## config.mk

```make
export PLATFORM = sky130hd
export DESIGN_NAME = icache_refill
export DESIGN_NICKNAME = d
export VERILOG_FILES = /design/src/common/icache_pkg.sv /design/src/icache/icache_refill.sv
export VERILOG_INCLUDE_DIRS = /design/src /design/src/common
export SDC_FILE = /design/constraint.sdc
export NUM_CORES = 1
export LEC_CHECK = 0
export BUFFER_PORTS_ARGS = -buffer_cell sky130_fd_sc_hd__buf_2
export CAP_MARGIN = 30
export CORE_AREA = 2 2 236 238
export CTS_CLUSTER_SIZE = 25
export DETAILED_ROUTE_END_ITERATION = 8
export DIE_AREA = 0 0 238 240
export PLACE_DENSITY = 0.56
export SLEW_MARGIN = 10
export SYNTH_ARGS = -nofsm -noshare
export SYNTH_HDL_FRONTEND = slang
export SYNTH_SLANG_ARGS = --single-unit
```

## constraint.sdc

```tcl
create_clock -name clk -period 56.1 [get_ports clk]
set_input_delay 2.805 -clock clk [delete_from_list [all_inputs] [get_ports clk]]
set_output_delay 2.805 -clock clk [all_outputs]
set_load 0.01 [all_outputs]
```

## src/common/icache_defines.svh

```systemverilog
`ifndef ICACHE_DEFINES_SVH
`define ICACHE_DEFINES_SVH

// byte address and word widths
`define ICACHE_ADDR_W 32
`define ICACHE_WORD_W 32

// line geometry, 16 words of 32 bits
`define ICACHE_LINE_WORDS 16
`define ICACHE_LINE_W 512

// address split: tag | index | word | byte
`define ICACHE_OFFSET_W 6
`define ICACHE_WORD_SEL_W 4
`define ICACHE_INDEX_W 5
`define ICACHE_TAG_W 21

// sets per way
`define ICACHE_SETS 32

`endif

```

## src/common/icache_pkg.sv

```systemverilog
package icache_pkg;

   // request FSM
   typedef enum logic [1:0] {
      st_idle    = 2'd0,
      st_lookup  = 2'd1,
      st_refill  = 2'd2,
      st_respond = 2'd3
   } icache_state_t;

   // cacop_mod encodings
   // code 3 decodes as op_index_inv
   typedef enum logic [1:0] {
      op_store_tag = 2'd0,
      op_index_inv = 2'd1,
      op_hit_inv   = 2'd2
   } cacop_op_t;

endpackage

```

## src/icache/icache_refill.sv

```systemverilog
`timescale 1ns/10ps
`include "icache_defines.svh"

module icache_refill
   import icache_pkg::*;
(
   input  logic                      clk,
   input  logic                      reset,
   input  icache_state_t             state,
   input  logic [`ICACHE_ADDR_W-1:0] req_addr,
   input  logic [`ICACHE_WORD_W-1:0] mem_rdata,
   input  logic                      mem_rdata_valid,
   output logic                      line_full,
   output logic [`ICACHE_LINE_W-1:0] refill_line,
   output logic [`ICACHE_ADDR_W-1:0] mem_addr,
   output logic                      mem_ce
);

   // counts 0..16, one extra bit for the full count
   logic [`ICACHE_WORD_SEL_W:0] beat_cnt;
   logic                        beat;

   assign line_full = (beat_cnt == `ICACHE_LINE_WORDS);
   assign beat      = (state == st_refill) && mem_rdata_valid && !line_full;

   always_ff @(posedge clk) begin
      if (reset) begin
         beat_cnt <= '0;
      end else if (state == st_idle) begin
         // previous line was consumed in st_respond
         beat_cnt <= '0;
      end else if (beat) begin
         beat_cnt <= beat_cnt + 1'b1;
      end
   end

   // new word enters at the top, so word 0 ends up lowest
   always_ff @(posedge clk) begin
      if (beat) begin
         refill_line <= {mem_rdata, refill_line[`ICACHE_LINE_W-1:`ICACHE_WORD_W]};
      end
   end

   // line aligned fetch address
   assign mem_addr = {req_addr[`ICACHE_ADDR_W-1:`ICACHE_OFFSET_W], {`ICACHE_OFFSET_W{1'b0}}};

   // held for the whole refill, dropped once 16 beats are in
   assign mem_ce = (state == st_refill) && !line_full;

   // memory must not return data that was not requested
   a_no_stray_beat: assert property (
      @(posedge clk) disable iff (reset) mem_rdata_valid |-> mem_ce)
      else $error("icache_refill mem_rdata_valid while mem_ce low");

endmodule

```

==> impl_metrics.csv <==
group,metric,value,unit
status,status,"completed",
routing,antenna_left,0,
floorplanning,core,54660,um2
yosys,synth_ff_type,"edfxtp_1",
clock_network,cts_hold_buf,0,
power,power_frac_clock,41.3,%
yosys,async_flop_share,0,%
yosys,synth_edf_count,512,
yosys,synth_top_area_share,96.69,%
timing,fin_skew,0.01308,ns
critical_path,cp.arrival,3.26,ns
floorplanning,start_util,29.09,%
grt,grt_max_degree,170,
timing,tightest_slew,0.9070,ns
floorplanning,ioPinCount,615,
grt,grt_pass1_wl,50160,um
worst_hold_path,min_from,"refill_line[49]",
routing,drtIter0Drc,376,
critical_path,start_kind,"primary input",
routing,first_pass_iters,6,
timing,rsz0062_at_grt,"no",
clock_network,cts_max_level,2,
critical_path,crit-reg2reg-launch,"beat_cnt[0]",
timing,slew_violations,0,
critical_path,r2r_end,"refill_line[309]",
yosys,yosysUniqueCellTypes,21,
yosys,ys_warn_count,0,
routing,vias,7752,
routing,vias_per_cell,4.063,
yosys,syn_avg_cell_area,27.56,um2
yosys,seq_area_frac_synth,97.32,%
floorplanning,die_w,238,um
timing,tns,0,ns
critical_path,slowest_stage,"nor3b_1",
clock_network,clkLatencyLatePin,0.58,ns
clock_network,clock_path_buffers,3,
yosys,netlist_area,15900,um2
critical_path,cp_common_cell,"buf_2",
clock_network,root_buffer,"clkbuf_16",
cells_and_area,diodes,0,
grt,antenna_found_initial,2,
worst_hold_path,hold_path_class,"flip-flop to flip-flop",
worst_hold_path,hold-path-cell-count,0,
yosys,syn-instance-count,577,
placement,place_congestion,0.7623,
floorplanning,row_count,86,
critical_path,path_max_fanout,5,
critical_path,worstPathRequired,53.30,ns
critical_path,crit_start,"state[0]",
yosys,yosys-top-cells-area,"edfxtp_1 97%, buf_4 1.5%, dfxtp_1 0.63%",
floorplanning,dieHeight,240,um
power,combPwrFrac,2.7,%
critical_path,path_class,"primary input to output pin",
placement,port_buffers,550,
worst_hold_path,min_to,"refill_line[17]",
floorplanning,dieArea,57120,um2
timing,setup_violations,0,
critical_path,cp_cell_sequence,"buf_2 -> nor3b_1 -> buf_2",
timing,period_minus_slack,6.065,ns
clock_network,cts_setup_buffers,0,
cells_and_area,post-route-util,38.48,%
grt,grt.overflow.total,0,
grt,grt_pass1_vias,7591,
yosys,synth.most_common_cell,"edfxtp_1",
routing,drt_wl_total,36200,um
power,internal-power,622.2,uW
yosys,synth_top_cell_by_area,"edfxtp_1",
clock_network,cts_num_sinks,517,
critical_path,reg2reg_depth,10,
critical_path,reg2reg_slack,52.28,ns
power,p_switching,157.6,uW
power,p_leak,7.820,nW
power,power_density,37.07,nW/um2
timing,whs,0.4361,ns
placement,dpl_worst_slack,48.78,ns
cells_and_area,layout-drive-gt1-share,52.66,%
power,seq_power_share,56.0,%
yosys,synth_common_cells,"512 x edfxtp_1, 32 x buf_4, 5 x dfxtp_1",
power,vdd_drop_max,0.02380,mV
clock_network,path_clk_slew,0.06,ns
yosys,ys_ff_latch,517,
timing,hold_viol,0,
cells_and_area,nets,1233,
timing,slew_headroom,39.53,%
grt,track_usage,11.80,%
cells_and_area,syn2layout_area_growth,32.27,%
routing,wl_per_cell,18.97,um
placement,dp_hpwl,26110,um
clock_network,cts_tree,"built",
critical_path,max_stage_delay,0.18,ns
routing,drc_errors,0,
power,switching_share,20.21,%
timing,min_period_over_period,10.81,%
job,maxCapViolations,0,
clock_network,cts_buffers,52,
clock_network,cts_resized,0,
critical_path,cp-end-kind,"output pin",
timing,fmax,0.1649,GHz
timing,timing.final.ws_setup,50.03,ns
-- worst max-delay path by stage --
stage                     slack, ns                to
final                         50.03            mem_ce
after global routing          50.00            mem_ce
after CTS                     49.43  refill_line[309]
after detailed placement      48.78  refill_line[317]
after global placement        48.90  refill_line[309]
after floorplan               30.18       beat_cnt[1]
-- power by group through the flow --
stage | logic [mW] | clock network, mW | registers [mW]
2_1_floorplan | 0.00655 | 0 | 0.458
3_3_place_gp | 0.0208 | 0 | 0.445
3_5_place_dp | 0.0209 | 0 | 0.445
4_1_cts | 0.0209 | 0.334 | 0.437
5_1_grt | 0.0224 | 0.348 | 0.438
6_report | 0.0210 | 0.322 | 0.437
-- logic make-up after synthesis --
| group | Yosys count | synth area share, % |
|---|---|---|
| AOI/OAI and AO/OA | 8 | 0.2990 |
| xor gates and xnor gates | 1 | 0.05509 |
| adders and majority gates | 2 | 0.1573 |
| buffers and inverters | 34 | 1.558 |
| DFF | 517 | 97.32 |
| muxes | 1 | 0.06295 |
| other | 1 | 0.02358 |
| and+or+nand+nor | 13 | 0.5272 |
-- cell usage in the layout, fill, tap and decap left out, types with 2 or more instances in the layout --
cell type,count
a21oi_1,3
conb_1,6
nand2_1,3
inv_6,3
buf_2,550
edfxtp_1,512
clkbuf_16,53
buf_12,2
clkinvlp_4,2
inv_1,2
buf_16,2
ha_1,2
or3_1,3
clkbuf_1,12
o21ai_0,3
clkinv_1,11
clkinv_4,2
buf_4,4
clkinv_2,11
bufinv_16,2
dfxtp_1,5
-- critical path: cells and delay by family --
family                 cells  cell delay (ns)
and+or+nand+nor            1             0.18
buffers and inverters      2             0.28
-- metrics by stage --
stage,power [mW],cell area (um2),instances
2_1_floorplan,0.4649,15920,582
3_3_place_gp,0.4657,19370,1809
3_5_place_dp,0.4664,19370,1809
4_1_cts,0.7918,20960,1905
5_1_grt,0.8083,21030,1908
6_report,0.7798,21030,1908
-- metal layers --
metal,track usage [%],routed length (um)
met1,14.35,14150
met2,19.14,18250
met3,4.374,2799
met4,4.432,922
met5,0.7792,73
-- state kept, by name, indices dropped and copies added (netlist names) --
register	count
beat_cnt	5
refill_line	512
-- final cells by class --
cell class | count | area (um2)
fill | 5066 | 33630
sequential | 517 | 15470
timing repair buffer | 558 | 2878
clock buffer | 65 | 1371
tap | 704 | 880.8
clock inverter | 31 | 215.2
multi-input combinational | 31 | 205.2
inverter | 2 | 7.507
Note: power is estimated with default switching activity, not from simulation.
