--- src/common/icache_defines.svh ---
`ifndef ICACHE_DEFINES_SVH
`define ICACHE_DEFINES_SVH

// byte address and word widths
`define ICACHE_ADDR_W 32
`define ICACHE_WORD_W 32

// line geometry, 16 words of 32 bits
`define ICACHE_LINE_WORDS 16
`define ICACHE_LINE_W 512

// address split: tag | index | word | byte
`define ICACHE_OFFSET_W 6
`define ICACHE_WORD_SEL_W 4
`define ICACHE_INDEX_W 5
`define ICACHE_TAG_W 21

// sets per way
`define ICACHE_SETS 32

`endif

--- src/icache/icache_ram.sv ---
`timescale 1ns/10ps
`include "icache_defines.svh"

module icache_ram #(
   parameter int WIDTH = `ICACHE_TAG_W
) (
   input  logic                       clk,
   input  logic [`ICACHE_INDEX_W-1:0] index,
   input  logic                       wr_en,
   input  logic [WIDTH-1:0]           wr_data,
   output logic [WIDTH-1:0]           rd_data
);

   // one entry per set
   logic [WIDTH-1:0] mem [`ICACHE_SETS];

   always_ff @(posedge clk) begin
      if (wr_en) begin
         mem[index] <= wr_data;
      end
   end

   // read is combinational, same cycle as lookup
   assign rd_data = mem[index];

   // a write to an unknown set would corrupt an arbitrary line
   a_index_known: assert property (@(posedge clk) wr_en |-> !$isunknown(index))
      else $error("icache_ram write with unknown index");

endmodule

--- config.mk ---
export PLATFORM = sky130hd
export DESIGN_NAME = icache_ram
export DESIGN_NICKNAME = d
export VERILOG_FILES = /design/src/icache/icache_ram.sv
export VERILOG_INCLUDE_DIRS = /design/src /design/src/common
export SDC_FILE = /design/constraint.sdc
export NUM_CORES = 1
export LEC_CHECK = 0
export BUFFER_PORTS_ARGS = -buffer_cell sky130_fd_sc_hd__buf_4
export CAP_MARGIN = 20
export CORE_AREA = 2 2 207 209
export DETAILED_ROUTE_END_ITERATION = 8
export DIE_AREA = 0 0 209 211
export PLACE_DENSITY = 0.75
export SETUP_SLACK_MARGIN = 0.15
export SLEW_MARGIN = 20
export SYNTH_ARGS = -nofsm -noshare
export SYNTH_HDL_FRONTEND = slang
export SYNTH_SLANG_ARGS = --single-unit
--- constraint.sdc ---
create_clock -name clk -period 3.7 [get_ports clk]
set_input_delay 0.185 -clock clk [delete_from_list [all_inputs] [get_ports clk]]
set_output_delay 0.185 -clock clk [all_outputs]
set_load 0.03 [all_outputs]
==> results of run 1 <==
## logic make-up after synthesis
| logic type | after synthesis |
|---|---|
| AND/OR/NAND/NOR | 124 |
| multiplexers | 336 |
| buffers and inverters | 79 |
| flip-flops | 672 |
| AO/OA/AOI/OAI | 168 |
## power by group through the flow
stage,combinational [mW],clock (mW),sequential (mW)
floorplan,0.447,0,8.65
global placement,0.787,0,8.64
detailed placement,0.804,0,8.65
CTS,0.810,6.31,8.49
global route,0.854,6.60,8.49
finish,0.810,6.23,8.49
## repair_timing
action | 4_1_cts | 5_1_grt
hold endpoints to repair | 36 | 0
hold buffers | 2 | 0
setup buffers | 0 | 0
resized for setup | 0 | 0
## layout make-up
class	count	share of cell area, %
Sequential cell	672	69.24
Tap cell	539	2.314
Clock buffer	97	6.431
Multi-Input combinational cell	628	17.92
Clock inverter	20	0.4079
Timing Repair Buffer	128	3.684
## per-layer routing
metal  share of wire (%)  global-route usage, %  vias to the layer above  routed length [um]
li1                    -                      -                     5868                   -
met5               0.042                      0                        -                  25
met4                 3.7                  11.72                        4                2191
met3                 8.4                  4.683                      148                4992
met2                  48                  44.51                      643               28620
met1                  39                  37.56                     6852               23320
## cell usage in the layout, fill, tap and decap left out, types with 6 or more instances in the layout
master	n
clkinv_2	10
nor4_1	42
nand4bb_1	6
clkbuf_1	26
clkinv_1	8
clkbuf_16	71
edfxtp_1	672
buf_4	117
nand2_1	23
nor2_2	28
o22ai_1	168
buf_12	8
mux2i_1	336
## worst paths after layout
kind	to	slack, ps	cells past startpoint
worst min-delay path	mem[7][2]	20	1
worst max-delay path	rd_data[15]	860	7
==> flow_summary.json, run 1 <==
{
  "num_vias": 13520,
  "async_flop_share_pct": 0,
  "area_delta_synth_final_pct": 13.35,
  "dpl_worst_slack_ps": 877.1,
  "htreeDepth": 3,
  "crit_path_max_incr_delay_ps": 590,
  "setup_ws_ps": 864.8,
  "synth-edff-count": 672,
  "synthSimpleGateAreaFrac_pct": 2.793,
  "relSlewSlack_pct": 25.64,
  "top_register": "mem",
  "cp-startpoint": "index[1]",
  "portBuffers": 48,
  "ys_seq_area_share_pct": 78.49,
  "die_x_um": 209,
  "synthMuxAreaShare_pct": 13.08,
  "netlist_instances": 1379,
  "yosysMostFrequentCell": "edfxtp_1",
  "crit_family": "buffers and inverters",
  "critical_path_buf_inv_count": 3,
  "maxCapViolCount": 0,
  "ff_latch_area_sq_um": 20180,
  "diodes": 0,
  "synth_fa_ha_area_share_pct": 0,
  "multi_input_area_sq_um": 5223,
  "ir_worst_vdd_mv": 0.4443,
  "totalWireLength_um": 59150,
  "place.gp.congestion": 0.8032,
  "cts-root-buf": "clkbuf_16",
  "setup_viol": 0,
  "worstPathArrival_ps": 2650,
  "swShare_pct": 20.62,
  "grt_usage_pct": 27.49,
  "worst_hold_startpoint": "wr_data[2]",
  "hold_viol_final": 0,
  "synth-seq-cells": 672,
  "report.final.slew_viol_count": 0,
  "wl_per_cell_um": 28.38,
  "coreArea_sq_um": 41760,
  "hold_slack_ps": 18.67,
  "grt_pass1_wl_um": 87100,
  "yosys.area.top_type": "edfxtp_1",
  "min_path_type": "in -> reg",
  "p_int_mw": 12.33,
  "cellPowerDensity_nw_per_um2": 532.9,
  "instances_no_fill": 2084,
  "dieArea_sq_um": 44100,
  "grt_max_degree": 87,
  "place_area_sq_um": 27130,
  "drt-pass1-iter-count": 6,
  "placedCellCount": 1965,
  "n_fill_cell": 2579,
  "period_needed_ps": 2835,
  "ant_nets": 0,
  "status": "finished, final reports clean",
  "netlist.area_leader.share_pct": 78.49,
  "cts_tree": "yes",
  "largest_reg_flops": 672,
  "post-route-period-util_pct": 76.63,
  "die_h_um": 211,
  "grt_pass1_vias": 13640,
  "synth_commonest_cells": "edfxtp_1, mux2i_1, o22ai_1",
  "worstMarginPinSlew_ps": 1110,
  "leakagePower_nw": 10.17,
  "start_kind": "input pin",
  "final.setup.tns_ps": 0,
  "max_freq_ghz": 0.3527,
  "synth_area_leaders": "edfxtp_1, mux2i_1, o22ai_1",
  "drt-initial-drc-count": 1439,
  "netlist_area_sq_um": 25710,
  "pin_count": 49,
  "path_max_fanout": 86,
  "drive_gt1_share_pct": 15.99,
  "crit_type": "in -> out",
  "yosys.cell_types.count": 22,
  "synth-compound-area-share_pct": 4.088,
  "critPathRequiredTime_ps": 3510,
  "end_kind": "output port",
  "rsz0062_at_grt": "false",
  "row_count": 75,
  "synth_nets": 1407,
  "critPathSlowestCell": "buf_8",
  "postLayoutCellArea_sq_um": 29140,
  "yosysWarnings": 0,
  "numCtsBuffers": 67,
  "p_switching_mw": 3.203,
  "num-nets-final": 1525,
  "utilization_pct": 69.79,
  "synth_ff_type": "edfxtp_1",
  "reg_top3": "mem (672)",
  "dp_hpwl_um": 33390,
  "grt-ovfl-total": 0,
  "clk_pin_slew_ps": 60,
  "path_cells": "buf_8, buf_4, mux2i_1, o22ai_1, nor4_1, nand2_1, buf_4",
  "pwr-share-clk_pct": 40.1,
  "cts_buffer_depth": 3,
  "drc": 0,
  "p_seq_share_pct": 54.7,
  "initial_utilization_pct": 61.57,
  "crit_path_frequent_cell": "buf_4",
  "routed_via_density": 6.485,
  "totalPowerFinal_mw": 15.53,
  "yosys.area_share.xor_xnor_pct": 0,
  "cts_sinks": 672,
  "synth_top_family_by_area": "multiplexers",
  "antenna_found_initial": 2,
  "p_comb_share_pct": 5.2,
  "postSynthAreaPerCell_sq_um": 18.64
}
(Power assumes the default switching activity.)
==> inputs of run 2 (changes only) <==
==> constraint.sdc (replaced) <==
create_clock -name clk -period 2.9 [get_ports clk]
set_input_delay 0.145 -clock clk [delete_from_list [all_inputs] [get_ports clk]]
set_output_delay 0.145 -clock clk [all_outputs]
set_load 0.03 [all_outputs]
==> flow_summary.json, run 2 (synthesis gave the netlist of run 1 again) <==
{
  "grt_usage_pct": 27.34,
  "end_kind": "output port",
  "place.gp.congestion": 0.8159,
  "layout_commonest_cell": "edfxtp_1",
  "layout_common_cells": "edfxtp_1, mux2i_1, o22ai_1, buf_4, clkbuf_16",
  "min_path_type": "in -> reg",
  "instances_no_fill": 2110,
  "routed_via_density": 6.482,
  "rsz0062_at_grt": "false",
  "die_x_um": 209,
  "max_freq_ghz": 0.3919,
  "cts-root-buf": "clkbuf_16",
  "antenna_found_initial": 2,
  "numCtsBuffers": 66,
  "hold_viol_final": 0,
  "hold_slack_ps": 329.6,
  "ir_worst_vdd_mv": 0.5540,
  "grt_pass1_wl_um": 86640,
  "grt_pass1_vias": 13810,
  "die_h_um": 211,
  "maxCapViolCount": 0,
  "start_kind": "input pin",
  "wl_per_cell_um": 28.10,
  "cts_setup_buffers": 0,
  "grt-ovfl-total": 0,
  "reg_top3": "mem (672)",
  "post-route-period-util_pct": 87.99,
  "totalWireLength_um": 59290,
  "htreeDepth": 3,
  "report.final.slew_viol_count": 0,
  "portBuffers": 48,
  "n_fill_cell": 2544,
  "final.setup.tns_ps": 0,
  "dp_hpwl_um": 33910,
  "drive_gt1_share_pct": 16.04,
  "drt-pass1-iter-count": 5,
  "drt-initial-drc-count": 1547,
  "worst_hold_startpoint": "wr_en",
  "top_register": "mem",
  "leakagePower_nw": 10.30,
  "num-nets-final": 1551,
  "cts_sinks": 672,
  "setup_viol": 0,
  "initial_utilization_pct": 61.57,
  "area_delta_synth_final_pct": 14.58,
  "cts_tree": "yes",
  "coreArea_sq_um": 41760,
  "worstPathArrival_ps": 2410,
  "largest_reg_flops": 672,
  "cellPowerDensity_nw_per_um2": 673.8,
  "dieArea_sq_um": 44100,
  "diodes": 0,
  "grt_max_degree": 52,
  "row_count": 75,
  "critPathRequiredTime_ps": 2760,
  "clk_pin_slew_ps": 60,
  "cts_buffer_depth": 3,
  "ant_nets": 0,
  "ff_latch_area_sq_um": 20180,
  "pin_count": 49,
  "path_max_fanout": 27,
  "totalPowerFinal_mw": 19.85,
  "postLayoutCellArea_sq_um": 29460,
  "min_path_cells": 4,
  "status": "finished, final reports clean",
  "place_area_sq_um": 27260,
  "min_to": "mem[6][3]",
  "crit_type": "in -> out",
  "relSlewSlack_pct": 54.98,
  "placedCellCount": 1973,
  "worstMarginPinSlew_ps": 669.2,
  "period_needed_ps": 2552,
  "multi_input_area_sq_um": 5248,
  "drc": 0,
  "num_vias": 13680
}
-- run 2: changes by cell type in the layout (fill, tap and decap cells not counted), sizes merged --
cell	delta
dlygate4sd3	+19
clkbuf	-10
buf	+8
clkinv	+5
clkinvlp	+2
bufinv	+1
inv	+1
-- run 2: timing repair --
action                                 CTS  global route
gates resized for setup                  0             0
endpoints found under the hold margin  661             0
hold buffers                            21             0
-- run 2: per-stage QoR --
step | setup slack (ps) | utilization [%]
2_1_floorplan | 542.6 | -
3_3_place_gp | 407.7 | 65.29
3_5_place_dp | 348.1 | 65.29
4_1_cts | 356.2 | 70.54
5_1_grt | 246.7 | 70.54
6_report | 348.2 | 70.54
-- run 2: layout make-up --
type                    instances  area share (%)
clock buffers                  87           6.091
clock inverters                29          0.6414
multi-input cells             628           17.81
flip-flops and latches        672           68.50
well taps                     539           2.289
repair buffers                155           4.664
-- run 2: power breakdown --
group,switching (mW),leakage (nW),internal [mW]
clock,3.41,0.957,4.53
sequential,0.0274,6.05,10.8
combinational,0.701,3.28,0.376
-- run 2: worst max-delay path by stage --
stage | to | start | slack (ps)
6_report | rd_data[19] | index[2] | 350
5_1_grt | rd_data[4] | index[1] | 250
4_1_cts | rd_data[19] | index[2] | 360
3_5_place_dp | rd_data[19] | index[2] | 350
3_3_place_gp | rd_data[4] | index[1] | 410
2_1_floorplan | mem[10][0] | index[2] | 540
-- run 2: worst max-delay path: stages --
cell,delay (ps)
buf_4,270
nand4bb_1,470
buf_4,320
o22ai_1,110
nor4_1,610
nand2_1,220
buf_4,230
-- run 2: metal layers --
| layer | vias up | global-route usage (%) | part of all wire, % |
|---|---|---|---|
| li1 | 5914 | - | - |
| met1 | 6941 | 37.55 | 40 |
| met2 | 667 | 43.98 | 48 |
| met3 | 150 | 5.174 | 8.5 |
| met4 | 4 | 10.94 | 3.6 |
| met5 | - | 0 | 0.039 |
