<file path="config.mk">
export PLATFORM = sky130hd
export DESIGN_NAME = icache_lookup
export DESIGN_NICKNAME = d
export VERILOG_FILES = /design/src/icache/icache_lookup.sv
export VERILOG_INCLUDE_DIRS = /design/src /design/src/common
export SDC_FILE = /design/constraint.sdc
export NUM_CORES = 1
export LEC_CHECK = 0
export BUFFER_PORTS_ARGS = -buffer_cell sky130_fd_sc_hd__buf_2
export CELL_PAD_IN_SITES_DETAIL_PLACEMENT = 0
export CELL_PAD_IN_SITES_GLOBAL_PLACEMENT = 1
export CORE_AREA = 2 2 439 441
export DETAILED_ROUTE_END_ITERATION = 16
export DIE_AREA = 0 0 441 443
export PLACE_DENSITY_LB_ADDON = 0.1
export SLEW_MARGIN = 25
export SYNTH_ARGS = -nofsm -noshare
export SYNTH_HDL_FRONTEND = slang
export SYNTH_SLANG_ARGS = --single-unit
</file>
<file path="constraint.sdc">
create_clock -name vclk -period 2.09
set_input_delay 0.1045 -clock vclk [all_inputs]
set_output_delay 0.1045 -clock vclk [all_outputs]
set_load 0.01 [all_outputs]
</file>
<file path="src/common/icache_defines.svh">
`ifndef ICACHE_DEFINES_SVH
`define ICACHE_DEFINES_SVH

// byte address and word widths
`define ICACHE_ADDR_W 32
`define ICACHE_WORD_W 32

// line geometry, 16 words of 32 bits
`define ICACHE_LINE_WORDS 16
`define ICACHE_LINE_W 512

// address split: tag | index | word | byte
`define ICACHE_OFFSET_W 6
`define ICACHE_WORD_SEL_W 4
`define ICACHE_INDEX_W 5
`define ICACHE_TAG_W 21

// sets per way
`define ICACHE_SETS 32

`endif

</file>
<file path="src/icache/icache_lookup.sv">
`timescale 1ns/10ps
`include "icache_defines.svh"

module icache_lookup (
   input  logic [`ICACHE_TAG_W-1:0]      lookup_tag,
   input  logic [`ICACHE_WORD_SEL_W-1:0] word_sel,
   input  logic [`ICACHE_TAG_W-1:0]      way0_tag,
   input  logic [`ICACHE_TAG_W-1:0]      way1_tag,
   input  logic                          way0_valid,
   input  logic                          way1_valid,
   input  logic [`ICACHE_LINE_W-1:0]     way0_line,
   input  logic [`ICACHE_LINE_W-1:0]     way1_line,
   output logic                          hit,
   output logic                          hit_way,
   output logic [`ICACHE_WORD_W-1:0]     hit_word
);

   logic way0_hit;
   logic way1_hit;
   logic [`ICACHE_LINE_W-1:0] sel_line;

   // tag match only counts on a valid way
   assign way0_hit = way0_valid && (way0_tag == lookup_tag);
   assign way1_hit = way1_valid && (way1_tag == lookup_tag);

   assign hit     = way0_hit || way1_hit;
   assign hit_way = way1_hit;

   // pick the line of the hitting way, then the addressed word
   assign sel_line = hit_way ? way1_line : way0_line;
   assign hit_word = sel_line[word_sel*`ICACHE_WORD_W +: `ICACHE_WORD_W];

   // a refill only happens on a miss, so one tag is never held in both ways
   always_comb begin
      a_one_way_hit: assert #0 ($isunknown({way0_hit, way1_hit}) || !(way0_hit && way1_hit))
         else $error("icache_lookup hit in both ways");
   end

endmodule

</file>
==> flow_metrics.tcl, run 1 <==
set metrics [dict create \
    outcome "finished with violations" \
    violations "setup timing" \
    clock_buffers 0 \
    max-vdd-ir-drop_v 0.0000523 \
    placed_cells 4479 \
    path_class "in -> out" \
    routedWlPerCell_um 27.0 \
    leakagePower_nw 8.57 \
    grt_max_degree 52 \
    finalSetupTns_ns -12.73 \
    grt_pass1_vias 14900 \
    grt-ovfl-total 0 \
    place_congestion 0.891 \
    final_cells 4530 \
    synthCells 733 \
    synth_area_per_cell_sq_um 11.7 \
    hold_violations 0 \
    synth_warnings 0 \
    worstPathRequired_ns 1.99 \
    power_density_nw_per_um2 205 \
    rsz0062_at_grt "yes" \
    die_y_um 443 \
    nNetsFinal 3079 \
    endpoint_kind "primary output" \
    io_buffer_count 1127 \
    wl_um 122000 \
    fmax_mhz 390 \
    hold_depth 4 \
    grtUsageMet1 0.133 \
    seq_cells 0 \
    drc 0 \
    dr.pass1.iters 4 \
    syn_nets 1826 \
    pin_count 1127 \
    drt_iter0_markers 576 \
    row_count 161 \
    viasPerCell 2.95 \
    grt_use_met3 0.0207 \
    antenna_found_initial 94 \
    grt.busiest_layer "met2" \
    fin_util 0.108 \
    slew_violations 0 \
    worst_pin_slew_ns 0.424 \
    slew_headroom 0.717 \
    grt_pass1_wl_um 155000 \
    grt_util_met2 0.241 \
    die_area_sq_um 195000 \
    crit_fanout 7 \
    drive_gt1_frac 0.880 \
    dp_hpwl_um 113000 \
    layout_setup_ws_ns -0.475 \
    synth_cell_types 21 \
    core_area_sq_um 191000 \
    postRouteAntennaNets 0 \
    syn2layout_area_growth_pct 141 \
    die_width_um 441 \
    seq_area_frac_synth 0 \
    finalPower_mw 4.24 \
    finalCritPeriodShare 1.23 \
    synth_area_sq_um 8570 \
    arrival_ns 2.46 \
    initial_core_util 0.0449 \
    grt_use_total 0.119 \
    setup_viol 34 \
    vias 13400 \
    hp-class "in -> out" \
    cp-start-kind "primary input" \
    holdBufCountCts 0 \
    drv_cap 0 \
    min_period_ns 2.56 \
    regArea_sq_um 0 \
]
==> cells by family (layout without fill, tap and decap cells) <==
logic type	Yosys count	in the layout	synth area share
multiplexers	320	320	0.747
AND/OR/NAND/NOR	244	244	0.130
buffers and inverters	94	1345	0.0514
XOR/XNOR	42	42	0.0429
AO/OA/AOI/OAI	33	33	0.0286
other	0	20	0
==> layer usage <==
metal  share of wire  routed length, um  vias up
met5          0.0022                273        -
met3           0.054               6550      142
met2            0.56              68700      669
li1                -                  -     5681
met1            0.37              45500     6839
met4           0.011               1360       46
==> power by group <==
part	switching [mW]	total [mW]	internal [mW]
clock network	0	0.00000126	0.00000126
logic	1.92	4.24	2.32
registers	0	0	0
==> placed cells by master, fill, tap and decap left out <==
| cell type | n |
|---|---|
| and2_4 | 1 |
| nand3_1 | 43 |
| mux2i_1 | 32 |
| nand2_2 | 14 |
| xor2_1 | 20 |
| and3_4 | 30 |
| nand3_4 | 2 |
| buf_4 | 134 |
| mux4_2 | 256 |
| inv_12 | 1 |
| buf_16 | 5 |
| nor2_4 | 1 |
| clkbuf_4 | 1 |
| nand2_8 | 1 |
| xnor2_4 | 1 |
| a22oi_1 | 10 |
| buf_2 | 1081 |
| nand4_1 | 6 |
| mux2i_2 | 14 |
| nor2b_4 | 2 |
| mux2i_4 | 18 |
| xnor2_2 | 8 |
| diode_2 | 20 |
| nand2_1 | 107 |
| buf_6 | 65 |
| buf_8 | 9 |
| nor4_4 | 1 |
| and3_1 | 2 |
| inv_16 | 1 |
| clkbuf_16 | 1 |
| nor2_2 | 1 |
| nand2_4 | 8 |
| nor4_1 | 5 |
| a22oi_2 | 22 |
| xnor2_1 | 13 |
| nand3_2 | 20 |
| buf_12 | 47 |
| o21ai_1 | 1 |
==> stage by stage <==
stage	hold slack, ns	cell area (sq um)	setup slack, ns
3_5_place_dp	0.560	18800	-0.959
3_3_place_gp	0.553	18800	-1.08
2_1_floorplan	0.342	8570	0.338
6_report	0.556	20700	-0.475
4_1_cts	0.559	19900	-0.523
5_1_grt	0.586	20600	-0.612
==> cell usage after synthesis (all sizes together) <==
master	instances	area share
o21ai	1	0.00058
nor2b	2	0.0015
clkbuf	48	0.021
nand3	65	0.038
buf	45	0.029
xnor2	22	0.022
inv	1	0.00044
and3	32	0.023
nor4	6	0.0044
nor2	2	0.00088
xor2	20	0.020
nand4	6	0.0044
nand2	130	0.057
mux4	256	0.67
and2	1	0.00073
a22oi	32	0.028
mux2i	64	0.075
==> worst max-delay path, cell delays in order <==
cell and delay, ns:
buf_8 0.10, xnor2_4 0.15, nand4_1 0.17, nor4_4 0.32, buf_4 0.19, nand2_8 0.12
inv_12 0.11, buf_12 0.12, buf_12 0.13, buf_16 0.16, buf_6 0.13, mux2i_2 0.22
a22oi_2 0.08, and3_4 0.15, buf_6 0.12
==> final timing paths <==
path	end	startpoint	slack [ns]
max	hit_word[7]	way1_tag[12]	-0.47
min	hit	way0_valid	0.56
==> cell type report <==
type                            count  area, sq um
Multi-Input combinational cell    639         9030
Inverter                            1         20.0
Timing Repair Buffer             1343         8390
Fill cell                       22200       170000
Timing Repair inverter              1         16.3
Antenna cell                       20         50.0
Tap cell                         2526         3160
==> what timing repair did <==
| item | in CTS | in global routing |
|---|---|---|
| buffers inserted | 17 | 19 |
| gates resized for setup | 169 | 152 |
| setup endpoints to repair | 34 | 34 |
| pin swaps | 30 | 51 |
| cloned | 5 | 1 |
Power figures use the tool's default switching activity.
==> inputs of run 2 (changes only) <==
- SETUP_SLACK_MARGIN: unset -> 0.02
==> flow_metrics.tcl, run 2 (synthesis results as in run 1) <==
set metrics [dict create \
    arrival_ns 2.46 \
    grt-ovfl-total 0 \
    seq_cells 0 \
    holdWs_ns 0.556 \
    worstPathRequired_ns 1.99 \
    initial_core_util 0.0449 \
    io_buffer_count 1127 \
    layout_setup_ws_ns -0.477 \
    grt_pass1_wl_um 155000 \
    violations "setup timing" \
    outcome "finished with violations" \
    seq_power_share 0 \
    internal_power_mw 2.32 \
    die_area_sq_um 195000 \
    viasPerCell 2.96 \
    finalPower_mw 4.23 \
    worst_pin_slew_ns 0.424 \
    pin_count 1127 \
    fmax_mhz 390 \
    antenna_found_initial 94 \
    routedWlPerCell_um 27.0 \
    die_y_um 443 \
    finalSetupTns_ns -12.84 \
    drt_iter0_markers 557 \
    core_area_sq_um 191000 \
    place_congestion 0.891 \
    min_period_ns 2.57 \
    slew_violations 0 \
    nNetsFinal 3080 \
    grt_max_degree 52 \
    cp-start-kind "primary input" \
    postRouteAntennaNets 0 \
    rsz0062_at_grt "yes" \
    finalCritPeriodShare 1.23 \
    hp-class "in -> out" \
    max-vdd-ir-drop_v 0.0000523 \
    leakagePower_nw 8.57 \
    crit_fanout 7 \
    final_common_cell "buf_2" \
    p_comb_frac 1.000 \
    mostFrequentLayoutCells "buf_2 (1081), mux4_2 (256), buf_4 (135), nand2_1 (109), buf_6 (66)" \
    vias 13400 \
    drc 0 \
    grt_use_total 0.119 \
    fillers 22200 \
    holdBufCountCts 0 \
    clock_buffers 0 \
    endpoint_kind "primary output" \
    die_width_um 441 \
    drv_cap 0 \
    hold_violations 0 \
    grt_pass1_vias 14900 \
    wl_um 122000 \
    path_class "in -> out" \
    design_area_sq_um 20600 \
    dp_hpwl_um 113000 \
    regArea_sq_um 0 \
    setup_viol 34 \
    drive_gt1_frac 0.878 \
    post_dp_cell_area_sq_um 18800 \
    p_switching_mw 1.91 \
    syn2layout_area_growth_pct 141 \
    clock_power_share 0 \
    pre_cts_slack_ns -0.959 \
    dr.pass1.iters 4 \
    p_sw_frac 0.452 \
    slew_headroom 0.717 \
    row_count 161 \
    power_density_nw_per_um2 205 \
]
## run 2: cell types whose count changed in the layout (fill, tap and decap cells not counted)
cell     previous run  this run
mux2i_1            32        34
mux2i_4            18        16
nand2_1           107       109
nand2_2            14        12
buf_12             47        46
buf_4             134       135
buf_6              65        66
diode_2            20        21
nand3_2            20        21
nand3_4             2         1
## run 2: path summary, 6_finish.rpt
kind	endpoint	depth (start not counted)	startpoint	slack, ns
worst min-delay path	hit	4	way0_valid	0.56
worst max-delay path	hit_word[7]	15	way1_tag[12]	-0.48
## run 2: repair_timing
item	CTS	global route
setup endpoints to repair	34	34
cloned	5	1
buffers inserted	17	19
resized for setup	169	143
pin swaps	30	51
## run 2: layer usage
metal	GRT usage	wire, um	vias up
li1	-	-	5680
met4	0.00596	1360	46
met2	0.241	68700	675
met5	0	273	-
met1	0.133	45200	6863
met3	0.0207	6840	142
## run 2: final cells by class
| cell class | count | area (sq um) | area share |
|---|---|---|---|
| antenna | 21 | 52.6 | 0.00255 |
| tap | 2526 | 3160 | 0.153 |
| timing repair buffer | 1344 | 8390 | 0.407 |
| multi-input combinational | 639 | 8990 | 0.436 |
| timing repair inverter | 1 | 16.3 | 0.000788 |
| inverter | 1 | 20.0 | 0.000970 |
## run 2: worst max-delay path, cell delays in order
cell and delay, ns:
buf_8 0.10, xnor2_4 0.15, nand4_1 0.17, nor4_4 0.32, buf_4 0.19, nand2_8 0.12
inv_12 0.11, buf_12 0.12, buf_12 0.13, buf_16 0.16, buf_6 0.13, mux2i_2 0.22
a22oi_2 0.08, and3_4 0.15, buf_6 0.12
## run 2: per-stage QoR
stage               instances  utilization
global route             4519        0.108
detailed placement       4479       0.0986
finish                   4532        0.108
floorplan                 733            -
global placement         4479       0.0986
CTS                      4498        0.104
## run 2: power by group through the flow
| stage | combinational, mW | clock [mW] | sequential, mW |
|---|---|---|---|
| 5_1_grt | 4.57 | 0.000000512 | 0 |
| 6_report | 4.23 | 0.00000132 | 0 |
| 2_1_floorplan | 1.47 | 0 | 0 |
| 3_5_place_dp | 4.04 | 0 | 0 |
| 3_3_place_gp | 4.07 | 0 | 0 |
| 4_1_cts | 4.28 | 0 | 0 |
==> inputs of run 3 (changes only) <==
- CORE_AREA: 2 2 439 441 -> 2 2 445 447
- DIE_AREA: 0 0 441 443 -> 0 0 447 449
- clock period: 2.09 -> 3 ns (I/O delays scaled with it)
==> flow_metrics.tcl, run 3 (synthesis results as in run 1) <==
set metrics [dict create \
    outcome "finished, final reports clean" \
    hp-class "in -> out" \
    critPathTopFamily "simple AND/OR/NAND/NOR gates" \
    setup_viol 0 \
    grt_use_total 0.113 \
    dr.pass1.iters 5 \
    p_comb_frac 1.000 \
    clock_power_share 0 \
    pin_count 1127 \
    max-vdd-ir-drop_v 0.0000354 \
    grt_max_degree 66 \
    regArea_sq_um 0 \
    final_common_cell "buf_2" \
    drc 0 \
    grt_pass1_vias 14400 \
    seq_cells 0 \
    clock_buffers 0 \
    routedWlPerCell_um 26.3 \
    place_congestion 0.907 \
    fillers 23100 \
    fmax_mhz 354 \
    worst_pin_slew_ns 0.631 \
    nNetsFinal 2966 \
    grtUsageMet1 0.120 \
    finalSetupTns_ns 0 \
    holdWs_ns 0.645 \
    slew_headroom 0.579 \
    core_area_sq_um 196000 \
    grt_use_met3 0.0238 \
    endpoint_kind "primary output" \
    row_count 163 \
    cp_num_buf_inv 5 \
    grt.busiest_layer "met2" \
    grt_pass1_wl_um 150000 \
    finalCritPeriodShare 0.942 \
    dp_hpwl_um 111000 \
    antenna_found_initial 81 \
    viasPerCell 2.82 \
    seq_power_share 0 \
    drv_cap 0 \
    post_dp_cell_area_sq_um 18100 \
    slew_violations 0 \
    path_class "in -> out" \
    initial_core_util 0.0437 \
    die_width_um 447 \
    cp-start-kind "primary input" \
    internal_power_mw 1.34 \
    crit_fanout 18 \
    p_switching_mw 1.22 \
    cp_slowest_stage_delay_ns 0.48 \
    hold_violations 0 \
    critPathSlowestCell "a22oi_1" \
    grt_util_met2 0.233 \
    wl_um 119000 \
    die_y_um 449 \
    vias 12800 \
    arrival_ns 2.68 \
    post_cts_buffers 0 \
    drt_iter0_markers 621 \
    power_density_nw_per_um2 141 \
    mostFrequentLayoutCells "buf_2 (1125), mux4_2 (256), nand2_1 (129), buf_4 (89), nand3_1 (65)" \
    worstPathRequired_ns 2.85 \
    drive_gt1_frac 0.801 \
    die_area_sq_um 201000 \
    crit_chain "buf_2, xnor2_1, nand4_1, nor4_1, buf_4, nand2_4, inv_16, buf_4, mux2i_1, a22oi_1, and3_1, buf_2" \
    rsz0062_at_grt "yes" \
    postRouteAntennaNets 0 \
    grt-ovfl-total 0 \
    io_buffer_count 1127 \
    p_sw_frac 0.475 \
    syn2layout_area_growth_pct 112 \
    leakagePower_nw 7.44 \
    min_period_ns 2.83 \
    design_area_sq_um 18200 \
]
run 3: cell types whose count changed in the layout (fill, tap and decap cells not counted), sizes merged:
cell,delta
buf,-111
inv,-1
clkbuf,-2
diode,+3
run 3: power by group through the flow:
| stage | Combinational, mW | Sequential, mW | Clock [mW] |
|---|---|---|---|
| after floorplan | 1.02 | 0 | 0 |
| after global placement | 2.71 | 0 | 0 |
| after detailed placement | 2.69 | 0 | 0 |
| after CTS | 2.71 | 0 | 0 |
| after global routing | 2.78 | 0 | 0.000000525 |
| final | 2.56 | 0 | 0.00000103 |
run 3: cell type report:
cell class,instances,area [sq um],area share
antenna,24,60.1,0.00330
inverter,1,20.0,0.00110
multi-input combinational,639,8200,0.451
tap,2640,3300,0.181
timing repair buffer,1231,6620,0.364
run 3: repair_timing:
item                                   4_1_cts  5_1_grt
resized for setup                            4        6
endpoints found under the hold margin        0        0
setup endpoints to repair                    7        7
hold buffers                                 0        0
run 3: stage by stage:
stage	power [mW]	util	std cells	setup WS (ns)
floorplan	1.02	-	733	1.16
global placement	2.71	0.0922	4511	-0.197
detailed placement	2.69	0.0922	4511	-0.140
CTS	2.71	0.0923	4511	0.0266
global route	2.78	0.0926	4523	0.0187
finish	2.56	0.0928	4535	0.173
run 3: layer usage:
metal  vias up  part of all wire
met1      6569              0.35
met4        52            0.0066
li1       5447                 -
met5         -            0.0026
met3       110             0.066
met2       605              0.57
run 3: final timing paths:
kind           from      endpoint  slack (ns)  cells past startpoint
max   lookup_tag[1]  hit_word[19]        0.17                     12
min      way0_valid           hit        0.65                      4
