<file path="src/common/icache_defines.svh">
`ifndef ICACHE_DEFINES_SVH
`define ICACHE_DEFINES_SVH

// byte address and word widths
`define ICACHE_ADDR_W 32
`define ICACHE_WORD_W 32

// line geometry, 16 words of 32 bits
`define ICACHE_LINE_WORDS 16
`define ICACHE_LINE_W 512

// address split: tag | index | word | byte
`define ICACHE_OFFSET_W 6
`define ICACHE_WORD_SEL_W 4
`define ICACHE_INDEX_W 5
`define ICACHE_TAG_W 21

// sets per way
`define ICACHE_SETS 32

`endif

</file>
<file path="src/common/icache_pkg.sv">
package icache_pkg;

   // request FSM
   typedef enum logic [1:0] {
      st_idle    = 2'd0,
      st_lookup  = 2'd1,
      st_refill  = 2'd2,
      st_respond = 2'd3
   } icache_state_t;

   // cacop_mod encodings
   // code 3 decodes as op_index_inv
   typedef enum logic [1:0] {
      op_store_tag = 2'd0,
      op_index_inv = 2'd1,
      op_hit_inv   = 2'd2
   } cacop_op_t;

endpackage

</file>
<file path="src/icache/icache_ctrl.sv">
`timescale 1ns/10ps
`include "icache_defines.svh"

module icache_ctrl
   import icache_pkg::*;
(
   input  logic                       clk,
   input  logic                       reset,
   input  logic                       ce,
   input  logic [`ICACHE_ADDR_W-1:0]  addr,
   input  logic                       cacop_en,
   input  logic [1:0]                 cacop_mod,
   input  logic [`ICACHE_ADDR_W-1:0]  cacop_va,
   input  logic                       rdata_ready,
   input  logic                       hit,
   input  logic                       hit_way,
   input  logic [`ICACHE_WORD_W-1:0]  hit_word,
   input  logic                       line_full,
   input  logic [`ICACHE_LINE_W-1:0]  refill_line,
   output icache_state_t              state,
   output logic [`ICACHE_ADDR_W-1:0]  req_addr,
   output logic [`ICACHE_INDEX_W-1:0] index,
   output logic                       way0_valid,
   output logic                       way1_valid,
   output logic                       way0_wr_en,
   output logic                       way1_wr_en,
   output logic [`ICACHE_TAG_W-1:0]   wr_tag,
   output logic [`ICACHE_WORD_W-1:0]  rdata,
   output logic                       rdata_valid,
   output logic                       cacop_finish,
   output logic                       busy
);

   logic                     is_cacop;
   cacop_op_t                op_q;
   logic [`ICACHE_SETS-1:0]  valid0;
   logic [`ICACHE_SETS-1:0]  valid1;
   logic [`ICACHE_SETS-1:0]  lru_bits;
   logic                     victim;
   logic                     read_hit;
   logic                     fill;
   logic                     cacop_we;
   logic                     cacop_way;
   logic [`ICACHE_WORD_SEL_W-1:0] word_sel;

   always_ff @(posedge clk) begin
      if (reset) begin
         state    <= st_idle;
         is_cacop <= 1'b0;
      end else begin
         case (state)
            st_idle: begin
               // cache ops win over reads
               if (cacop_en || ce) begin
                  state    <= st_lookup;
                  is_cacop <= cacop_en;
               end
            end
            st_lookup: begin
               if (is_cacop) begin
                  state <= st_idle;
               end else if (hit) begin
                  if (rdata_ready) state <= st_idle;
               end else begin
                  state <= st_refill;
               end
            end
            st_refill: begin
               if (line_full) state <= st_respond;
            end
            default: begin
               if (rdata_ready) state <= st_idle;
            end
         endcase
      end
   end

   // request held so the cpu may move on after acceptance
   always_ff @(posedge clk) begin
      if (state == st_idle) begin
         if (cacop_en) begin
            req_addr <= cacop_va;
            case (cacop_mod)
               2'd0:    op_q <= op_store_tag;
               2'd2:    op_q <= op_hit_inv;
               default: op_q <= op_index_inv;
            endcase
         end else if (ce) begin
            req_addr <= addr;
         end
      end
   end

   assign index    = req_addr[`ICACHE_OFFSET_W +: `ICACHE_INDEX_W];
   assign word_sel = req_addr[2 +: `ICACHE_WORD_SEL_W];

   assign way0_valid = valid0[index];
   assign way1_valid = valid1[index];
   assign victim     = lru_bits[index];

   assign read_hit = (state == st_lookup) && !is_cacop && hit;
   assign fill     = (state == st_refill) && line_full;

   // hit invalidate on a miss has nothing to clear
   assign cacop_we  = (state == st_lookup) && is_cacop && ((op_q != op_hit_inv) || hit);
   assign cacop_way = (op_q == op_hit_inv) ? hit_way : req_addr[0];

   always_ff @(posedge clk) begin
      if (reset) begin
         valid0   <= '0;
         valid1   <= '0;
         lru_bits <= '0;
      end else begin
         if (fill) begin
            if (victim) valid1[index] <= 1'b1;
            else valid0[index] <= 1'b1;
            lru_bits[index] <= ~victim;
         end
         if (cacop_we) begin
            if (cacop_way) valid1[index] <= 1'b0;
            else valid0[index] <= 1'b0;
         end
         // lru points at the way that was not used
         if (read_hit) begin
            lru_bits[index] <= ~hit_way;
         end
      end
   end

   assign way0_wr_en = (fill && !victim) || (cacop_we && !cacop_way);
   assign way1_wr_en = (fill && victim) || (cacop_we && cacop_way);

   assign wr_tag = (is_cacop && (op_q == op_store_tag)) ? '0 :
                   req_addr[`ICACHE_ADDR_W-1 -: `ICACHE_TAG_W];

   assign rdata = (state == st_respond) ?
                  refill_line[word_sel*`ICACHE_WORD_W +: `ICACHE_WORD_W] : hit_word;

   assign rdata_valid  = read_hit || (state == st_respond);
   assign cacop_finish = (state == st_lookup) && is_cacop;
   assign busy         = (state != st_idle);

   a_valid_excl: assert property (
      @(posedge clk) disable iff (reset) !(rdata_valid && cacop_finish))
      else $error("icache_ctrl rdata_valid with cacop_finish");

endmodule

</file>
<file path="config.mk">
export PLATFORM = sky130hd
export DESIGN_NAME = icache_ctrl
export DESIGN_NICKNAME = d
export VERILOG_FILES = /design/src/common/icache_pkg.sv /design/src/icache/icache_ctrl.sv
export VERILOG_INCLUDE_DIRS = /design/src /design/src/common
export SDC_FILE = /design/constraint.sdc
export NUM_CORES = 1
export LEC_CHECK = 0
export CORE_AREA = 2 2 276 278
export DETAILED_ROUTE_END_ITERATION = 8
export DIE_AREA = 0 0 278 280
export DONT_BUFFER_PORTS = 1
export PLACE_DENSITY = 0.3
export SLEW_MARGIN = 30
export SYNTH_ARGS = -nofsm -noshare
export SYNTH_HDL_FRONTEND = slang
export SYNTH_SLANG_ARGS = --single-unit
</file>
<file path="constraint.sdc">
create_clock -name clk -period 4.3 [get_ports clk]
set_input_delay 0.215 -clock clk [delete_from_list [all_inputs] [get_ports clk]]
set_output_delay 0.215 -clock clk [all_outputs]
set_load 0.02 [all_outputs]
</file>
==> results of run 1 <==
[logic make-up (layout without fill, tap and decap cells)]
kind of cell | after synthesis | count (layout) | share of synthesized area
DFF | 133 | 133 | 0.264
other | 0 | 38 | 0
buffers and inverters | 132 | 134 | 0.0570
muxes | 259 | 259 | 0.390
and+or+nand+nor | 200 | 200 | 0.108
AOI/OAI and AO/OA | 316 | 316 | 0.182
[flip-flops by register name (all words and copies together), names as in the netlist]
name and cells:
state 2, req_addr 32, valid1 32, valid0 32, op_q 2, lru_bits 32
is_cacop 1
[metrics by stage]
step	utilization	cells	power (mW)	worst slack, ns	hold WS (ns)
2_1_floorplan	-	1040	2.59	1.88	0.337
3_3_place_gp	0.166	1949	3.11	1.22	0.314
3_5_place_dp	0.166	1950	3.11	1.18	0.314
4_1_cts	0.180	2019	4.78	0.717	0.00312
5_1_grt	0.180	2036	4.90	0.566	0.00108
6_report	0.181	2058	4.70	0.715	0.0201
[critical path, stage by stage, from the launching register on]
cell and delay [ns]:
edfxtp_1 0.88, buf_4 0.32, nand3b_1 0.13, o221ai_1 0.14, a22oi_2 0.30, o2111ai_4 0.41
o22ai_1 0.51, buf_4 0.23
[layout make-up]
| class | count | area, µm² | area share |
|---|---|---|---|
| clock buffers | 21 | 483 | 0.0355 |
| diodes | 38 | 95.1 | 0.00698 |
| clock inverters | 11 | 133 | 0.00974 |
| multi-input cells | 775 | 7750 | 0.569 |
| well taps | 978 | 1220 | 0.0898 |
| inverters | 5 | 18.8 | 0.00138 |
| repair buffers | 97 | 911 | 0.0669 |
| flip-flops and latches | 133 | 3000 | 0.220 |
[worst paths after layout]
path | from | endpoint | slack (ns) | cells after the start
worst max-delay path | req_addr[9] | way0_wr_en | 0.71 | 7
worst min-delay path | cacop_va[6] | req_addr[6] | 0.02 | 1
worst max register to register | req_addr[9] | valid1[4] | 1.43 | 7
worst min register to register | valid1[27] | valid1[27] | 0.46 | 1
[metal layers]
layer / vias to the layer above / wire [µm]
li1: 4244 / -
met1: 5522 / 34500
met2: 627 / 37400
met3: 151 / 7470
met4: 54 / 2150
met5: - / 354
[where the power goes]
| group | total [mW] | switching [mW] | internal, mW |
|---|---|---|---|
| Combinational | 1.61 | 0.941 | 0.667 |
| Clock | 1.60 | 0.662 | 0.937 |
| Sequential | 1.50 | 0.147 | 1.35 |
| Total | 4.70 | 1.75 | 2.95 |
[repair_timing]
item	4_1_cts	5_1_grt
resized for setup	0	0
endpoints found under the hold margin	75	1
hold buffers	37	1
[cells in the final DEF (no fill, tap or decap), types with 15 or more instances in the layout]
cell / n
mux4_2: 144
a21oi_1: 129
dfxtp_1: 99
mux2i_1: 82
nor2_1: 56
buf_4: 53
diode_2: 38
dlygate4sd3_1: 37
a22o_1: 34
edfxtp_1: 34
o21ai_0: 33
mux2_2: 33
a211o_1: 32
a31oi_1: 32
o2bb2ai_1: 30
nor2b_1: 26
clkbuf_16: 19
nor4_1: 18
or4b_1: 15
==> impl_metrics.csv, run 1 <==
group,metric,value,unit
power_and_ir_drop,leakage,4.30,nW
routing,drt_pass1_iterations,5,
finish,drive_above_1_share,0.288,
cts,cts_buffer_depth,2,
timing,fin_crit_sh,0.834,
status,status,"finished, final reports clean",
yosys,syn-num-nets,1658,
yosys,syn_inst,1040,
yosys,async_flop_share,0,
finish,n_fill_cell,8176,
floorplanning,die_y,280,µm
floorplanning,chipWidth,278,µm
routing,drc,0,
cts,cts_setup_buffers,0,
worst_setup_path,endpoint_kind,"primary output",
worst_setup_path,timing_worst_setup_path_type,"reg2out",
timing,finalSetupViolCount,0,
timing,drv_slew,0,
timing,rsz0062_at_grt,"no",
global_route,grt_use_met2,0.317,
cts,cts_tree,"yes",
worst_setup_path,startpoint_type,"flop",
timing,clock_skew,0.0182,ns
finish,syn_to_final_growth,19.7,%
cts,clk_transition_reported_paths,0.06,ns
floorplanning,coreArea,75200,µm²
yosys,synth_flop_cell,"dfxtp_1",
yosys,yosysSeqAreaShare,0.264,
finish,final_area,13600,µm²
yosys,synth_commonest_cells,"mux4_2, a21oi_1, dfxtp_1",
global_route,use_met1,0.256,
placement,place_hpwl,66900,µm
global_route,busiest_layer,"met2",
cts,insertion_delay,0.44,ns
floorplanning,placementRows,101,
yosys,synth_area,11400,µm²
routing,vias,10598,
cts,h-tree-depth,4,
routing,drtIter0Drc,905,
yosys,netlist.area_leader.share,0.285,
global_route,grt_usage,0.202,
yosys,synth_cell_types,54,
finish,final_nets,1647,
global_route,grt.overflow.total,0,
global_route,grt_pass1_vias,10332,
global_route,grt_pass1_wl,105000,µm
job,maxCapViolCount,0,
worst_setup_path,cp.arrival,3.37,ns
floorplanning,die_area,77800,µm²
yosys,synth-seq-cells,133,
timing,tightestPinTransition,0.900,ns
floorplanning,start_util,0.151,
placement,place_congestion,1.09,
timing,tns,0,ns
global_route,grt_start_max_net_pins,71,
placement,placed_area,12500,µm²
worst_setup_path,cp_data_required_time,4.09,ns
yosys,ys_warn_count,0,
timing,period_minus_slack,3.59,ns
routing,viasPerCell,5.15,
global_route,grt_antenna_before_repair,90,
yosys,synth_area_per_cell,10.9,µm²
placement,port_buffers,0,
routing,routed_wl,81900,µm
global_route,met3_usage,0.0867,
yosys,synth_area_leaders,"mux4_2, dfxtp_1, edfxtp_1, mux2i_1, a21oi_1",
timing,fmax,279,MHz
timing,slew_headroom,0.393,
yosys,yosysMostFrequentCell,"mux4_2",
routing,postRouteAntennaNets,0,
yosys,synth_edf_count,34,
yosys,synth_top_area_cell,"mux4_2",
routing,wl_per_cell,39.8,µm
floorplanning,io_pins,717,
cts,cts-root-buf,"clkbuf_16",
cts,cts.sinks,133,
power_and_ir_drop,power_density,345,nW/µm²
worst_setup_path,cp_max_fo,19,
timing,hold_viol,0,
cts,cts_made_buffers,17,
power_and_ir_drop,vdd_drop_max,280,µV
hold_path,worstHoldPathType,"in2reg",
Power figures use the tool's default switching activity.
==> run 2, diff against run 1 <==
clock period = 3.4 ns   (was 4.3 ns; I/O delays follow)
==> run 2 against run 1 <==
- register-to-register slack got worse by 0.57 ns
- highest routed layer unchanged
- clock skew increased by 0.011 ns
- largest cell class unchanged
- clock-buffer cell count up 2
==> impl_metrics.csv, run 2 (same netlist as run 1, synthesis figures left out) <==
group,metric,value,unit
global_route,grt.overflow.total,0,
global_route,grt_pass1_wl,104000,µm
power_and_ir_drop,switching_power,2.23,mW
cts,cts_made_buffers,17,
routing,drtIter0Drc,1080,
power_and_ir_drop,swShare,0.373,
worst_setup_path,timing_worst_setup_path_type,"reg2out",
timing,rsz0062_at_grt,"no",
routing,drc,0,
floorplanning,start_util,0.151,
timing,worst_slack,0.187,ns
worst_setup_path,cp.arrival,3.04,ns
global_route,grt_pass1_vias,10415,
routing,drt_pass1_iterations,5,
finish,syn_to_final_growth,25.0,%
worst_setup_path,r2r_slack,0.86,ns
timing,period_minus_slack,3.21,ns
worst_setup_path,reg2reg_depth,7,
hold_path,hold-path-cell-count,3,
routing,postRouteAntennaNets,0,
global_route,grt_start_max_net_pins,138,
placement,place_hpwl,66600,µm
floorplanning,coreArea,75200,µm²
power_and_ir_drop,power_frac_seq,0.314,
power_and_ir_drop,power_density,420,nW/µm²
cts,cts_buffer_depth,2,
routing,routed_wl,80800,µm
timing,fin_crit_sh,0.945,
cts,clk_transition_reported_paths,0.08,ns
worst_setup_path,startpoint_type,"flop",
timing,slew_headroom,0.444,
timing,drv_slew,0,
finish,final_common_cell,"mux4_2",
cts,cts_tree,"yes",
worst_setup_path,r2r_end,"valid1[17]",
power_and_ir_drop,pwr-share-comb,0.358,
finish,layout_common_cells,"mux4_2, a21oi_1, dfxtp_1, buf_4, mux2i_1",
finish,final_cells,2135,
placement,port_buffers,0,
power_and_ir_drop,vdd_drop_max,373,µV
finish,drive_above_1_share,0.298,
hold_path,worstHoldPathType,"in2reg",
timing,tightestPinTransition,0.829,ns
placement,pre_cts_ws,0.439,ns
global_route,grt_antenna_before_repair,86,
floorplanning,placementRows,101,
worst_setup_path,cp_max_fo,34,
worst_setup_path,endpoint_kind,"primary output",
power_and_ir_drop,p_int,3.74,mW
placement,place_inst,1982,
timing,finalSetupViolCount,0,
power_and_ir_drop,leakage,4.58,nW
timing,clock_skew,0.0293,ns
floorplanning,die_area,77800,µm²
timing,hold_viol,0,
timing,tns,0,ns
floorplanning,chipWidth,278,µm
floorplanning,die_y,280,µm
timing,fmax,311,MHz
worst_setup_path,r2r-start,"req_addr[6]",
cts,h-tree-depth,4,
status,status,"finished, final reports clean",
cts,insertion_delay,0.46,ns
global_route,grt_usage,0.200,
routing,vias,10875,
finish,final_nets,1713,
worst_setup_path,cp_data_required_time,3.23,ns
routing,viasPerCell,5.09,
cts,cts-root-buf,"clkbuf_16",
job,maxCapViolCount,0,
hold_path,hold-path-endpoint,"is_cacop",
routing,wl_per_cell,37.9,µm
power_and_ir_drop,p_clk_frac,0.328,
hold_path,min_from,"ce",
timing,hold_ws,0.0363,ns
placement,place_congestion,1.07,
cts,cts.sinks,133,
floorplanning,io_pins,717,
[run 2: stage by stage]
step	power, mW	util	instance area (µm²)
6_report	5.97	0.189	14200
5_1_grt	6.24	0.188	14100
4_1_cts	6.06	0.188	14100
3_5_place_dp	3.96	0.170	12800
3_3_place_gp	3.96	0.170	12800
2_1_floorplan	3.28	-	11400
[run 2: repair_timing]
action / in CTS / in global routing
endpoints found under the setup margin: 1 / 0
gates resized for setup: 1 / 0
buffers inserted: 0 / 0
hold buffers: 72 / 0
hold endpoints to repair: 133 / 0
[run 2: per-layer routing]
layer  GRT usage  vias to the layer above  share of wire
met3      0.0852                      171           0.10
met4      0.0534                       50          0.027
li1            -                     4393              -
met5           0                        -         0.0038
met2       0.304                      634           0.45
met1       0.258                     5627           0.42
[run 2: how the worst max path moves through the flow]
stage                            from    endpoint
final                     req_addr[2]   rdata[26]
after global routing      req_addr[2]   rdata[27]
after CTS                 req_addr[2]   rdata[30]
after detailed placement  req_addr[2]   rdata[30]
after global placement    req_addr[2]   rdata[30]
after floorplan           req_addr[6]  way0_valid
[run 2: power by group through the flow]
stage	Clock [mW]	Combinational, mW	Sequential, mW
after CTS	2.02	2.16	1.88
after global placement	0	2.05	1.91
final	1.96	2.14	1.88
after global routing	2.08	2.27	1.88
after detailed placement	0	2.05	1.91
after floorplan	0	1.44	1.84
[run 2: layout make-up]
type,instances,area (µm²)
clock buffers,23,500
diodes,49,123
well taps,978,1220
clock inverters,9,88.8
repair buffers,163,1510
multi-input cells,775,7760
inverters,5,18.8
fillers,8216,61000
flip-flops and latches,133,3000
[run 2: worst max-delay path, stage by stage, from the launching register on]
cell      delay, ns
edfxtp_1       0.40
buf_12         0.26
buf_12         0.30
mux4_2         0.55
mux2i_1        0.17
buf_4          0.17
nor2_1         0.05
a21oi_1        0.10
o21ai_0        0.27
buf_4          0.27
==> run 3, diff against run 2 <==
ABC_AREA = 1   (was unset)
CORE_AREA = 2 2 278 280   (was 2 2 276 278)
DIE_AREA = 0 0 280 282   (was 0 0 278 280)
==> run 3 against run 2 <==
- the run now ends with hold timing left
- register-to-register slack lost 0.03 ns
- design area is 3.1% higher
- first-iteration DRC count is 20% higher
- routed wire length up 4.6%
- critical endpoint is now rdata[10]
==> impl_metrics.csv, run 3 <==
group,metric,value,unit
worst_setup_path,timing_worst_setup_path_type,"reg2out",
global_route,grt.overflow.total,0,
worst_setup_path,crit_top_cell,"nand2_1",
cts,insertion_delay,0.45,ns
timing,tightestPinTransition,0.835,ns
yosys,synth_area_leaders,"dfxtp_1, nand2_1, nor2_1, o221ai_1, o21ai_0",
power_and_ir_drop,finalPower,6.35,mW
yosys,synth_cell_types,43,
placement,placed_area,13300,µm²
timing,hold_ws,-0.0117,ns
yosys,synth_commonest_cells,"nand2_1, nor2_1, o21ai_0",
finish,final_nets,2580,
routing,wl_per_cell,28.5,µm
finish,final_common_cell,"nand2_1",
timing,fmax,301,MHz
yosys,synth_area,12200,µm²
yosys,syn-num-nets,2591,
finish,layout_common_cells,"nand2_1, nor2_1, o21ai_0, o21bai_1, o221ai_1",
worst_setup_path,max_stage_delay,0.58,ns
worst_setup_path,crit_chain,"clkinv_8, buf_4, nor2_1, o221ai_1, nand3_1, nand2_1, nand2_1, nand2_1",
global_route,grt_antenna_before_repair,41,
placement,place_hpwl,66300,µm
timing,tns,0,ns
floorplanning,coreArea,75700,µm²
placement,place_inst,2852,
worst_setup_path,cp_data_required_time,3.23,ns
cts,cts.sinks,133,
routing,drtIter0Drc,1298,
yosys,netlist.area_leader.share,0.162,
worst_setup_path,cp_max_fo,90,
power_and_ir_drop,pwr-share-comb,0.397,
finish,drive_above_1_share,0.0987,
routing,postRouteAntennaNets,0,
timing,hold_viol,1,
worst_setup_path,startpoint_type,"flop",
floorplanning,chipWidth,280,µm
yosys,async_flop_share,0,
timing,slew_headroom,0.441,
routing,routed_wl,84500,µm
cts,clk_transition_reported_paths,0.07,ns
hold_path,worstHoldPathType,"in2reg",
yosys,ys_warn_count,0,
power_and_ir_drop,switching_power,2.77,mW
status,status,"finished, violations left",
finish,multi_input_area,8010,µm²
floorplanning,placementRows,101,
global_route,grt_pass1_wl,114000,µm
power_and_ir_drop,power_density,433,nW/µm²
floorplanning,die_area,79000,µm²
timing,rsz0062_at_grt,"no",
cts,cts-root-buf,"clkbuf_16",
cts,cts_setup_buffers,0,
cts,cts_made_buffers,17,
worst_setup_path,cp.arrival,3.15,ns
floorplanning,start_util,0.161,
yosys,synth_flop_cell,"dfxtp_1",
yosys,syn_inst,1973,
timing,fin_crit_sh,0.976,
finish,final_cells,2969,
yosys,yosysSeqAreaShare,0.246,
routing,viasPerCell,5.03,
floorplanning,io_pins,717,
finish,fin_util,0.194,
yosys,synth_edf_count,34,
finish,regArea,3000,µm²
global_route,grt_pass1_vias,14362,
global_route,grt_usage,0.205,
timing,drv_slew,0,
timing,finalSetupViolCount,0,
worst_setup_path,slowest_stage,"edfxtp_1",
timing,clock_skew,0.0100,ns
timing,period_minus_slack,3.32,ns
yosys,yosysMostFrequentCell,"nand2_1",
placement,port_buffers,0,
status,violations,"hold timing",
yosys,synth-seq-cells,133,
routing,drc,0,
routing,drt_pass1_iterations,5,
finish,final_area,14700,µm²
power_and_ir_drop,leakage,5.29,nW
global_route,grt_start_max_net_pins,97,
yosys,synth_top_area_cell,"dfxtp_1",
power_and_ir_drop,swShare,0.436,
placement,place_congestion,0.940,
finish,n_fill_cell,8727,
cts,cts_tree,"yes",
power_and_ir_drop,power_frac_seq,0.293,
power_and_ir_drop,p_int,3.58,mW
cts,h-tree-depth,4,
worst_setup_path,endpoint_kind,"primary output",
power_and_ir_drop,p_clk_frac,0.309,
floorplanning,die_y,282,µm
routing,vias,14922,
yosys,synth_area_per_cell,6.19,µm²
job,maxCapViolCount,0,
power_and_ir_drop,vdd_drop_max,321,µV
cts,cts_buffer_depth,2,
finish,syn_to_final_growth,20.1,%
-- run 3: kinds of logic (layout without fill, tap and decap cells) --
family                 count (synthesis)  in the layout  share of synthesized area
AND/OR/NAND/NOR                      920            920                      0.313
AO/OA/AOI/OAI                        636            636                      0.342
buffers and inverters                284            286                     0.0987
flip-flops                           133            133                      0.246
other                                  0             16                          0
-- run 3: final timing paths --
path / startpoint / endpoint / slack, ns / depth (start not counted)
hold reg to reg: valid1[31] / valid1[31] / 0.47 / 2
hold / removal: addr[10] / req_addr[10] / -0.01 / 2
setup reg to reg: req_addr[8] / valid0[3] / 0.83 / 8
setup / recovery: req_addr[2] / rdata[10] / 0.08 / 8
-- run 3: stage by stage --
stage / hold WS [ns] / worst slack (ns)
6_report: -0.0117 / 0.0810
5_1_grt: 0.00281 / 0.0417
4_1_cts: 0.00555 / 0.0860
3_5_place_dp: 0.246 / 0.595
3_3_place_gp: 0.245 / 0.638
2_1_floorplan: 0.239 / 0.861
-- run 3: routing by layer --
metal	share of wire	up-vias	GRT usage
li1	-	6783	-
met1	0.42	7193	0.261
met2	0.47	823	0.338
met3	0.082	115	0.0486
met4	0.032	8	0.0747
met5	0.00069	-	0
-- run 3: layout make-up --
cell class	count	area share
Multi-Input combinational cell	1556	0.547
Sequential cell	133	0.205
Timing Repair Buffer	138	0.0911
Tap cell	978	0.0835
Inverter	116	0.0308
Clock buffer	19	0.0302
Clock inverter	13	0.0101
Antenna cell	16	0.00273
-- run 3: worst max-delay path, delay by kind of cell, from the launching register on --
family,cells,cell delay [ns]
buffers and inverters,2,0.72
and+or+nand+nor,5,0.98
AOI/OAI and AO/OA,1,0.36
DFF,1,0.58
-- run 3: power by group through the flow --
stage	Clock (mW)	Sequential (mW)	Combinational (mW)
after global placement	0	1.90	2.41
after global routing	2.09	1.88	2.73
after CTS	2.04	1.87	2.52
after detailed placement	0	1.90	2.42
after floorplan	0	1.87	1.52
final	1.97	1.86	2.52
-- run 3: repair_timing --
action | 4_1_cts | 5_1_grt
resized for setup | 0 | 1
hold endpoints to repair | 63 | 0
hold buffers | 69 | 0
endpoints found under the setup margin | 0 | 1
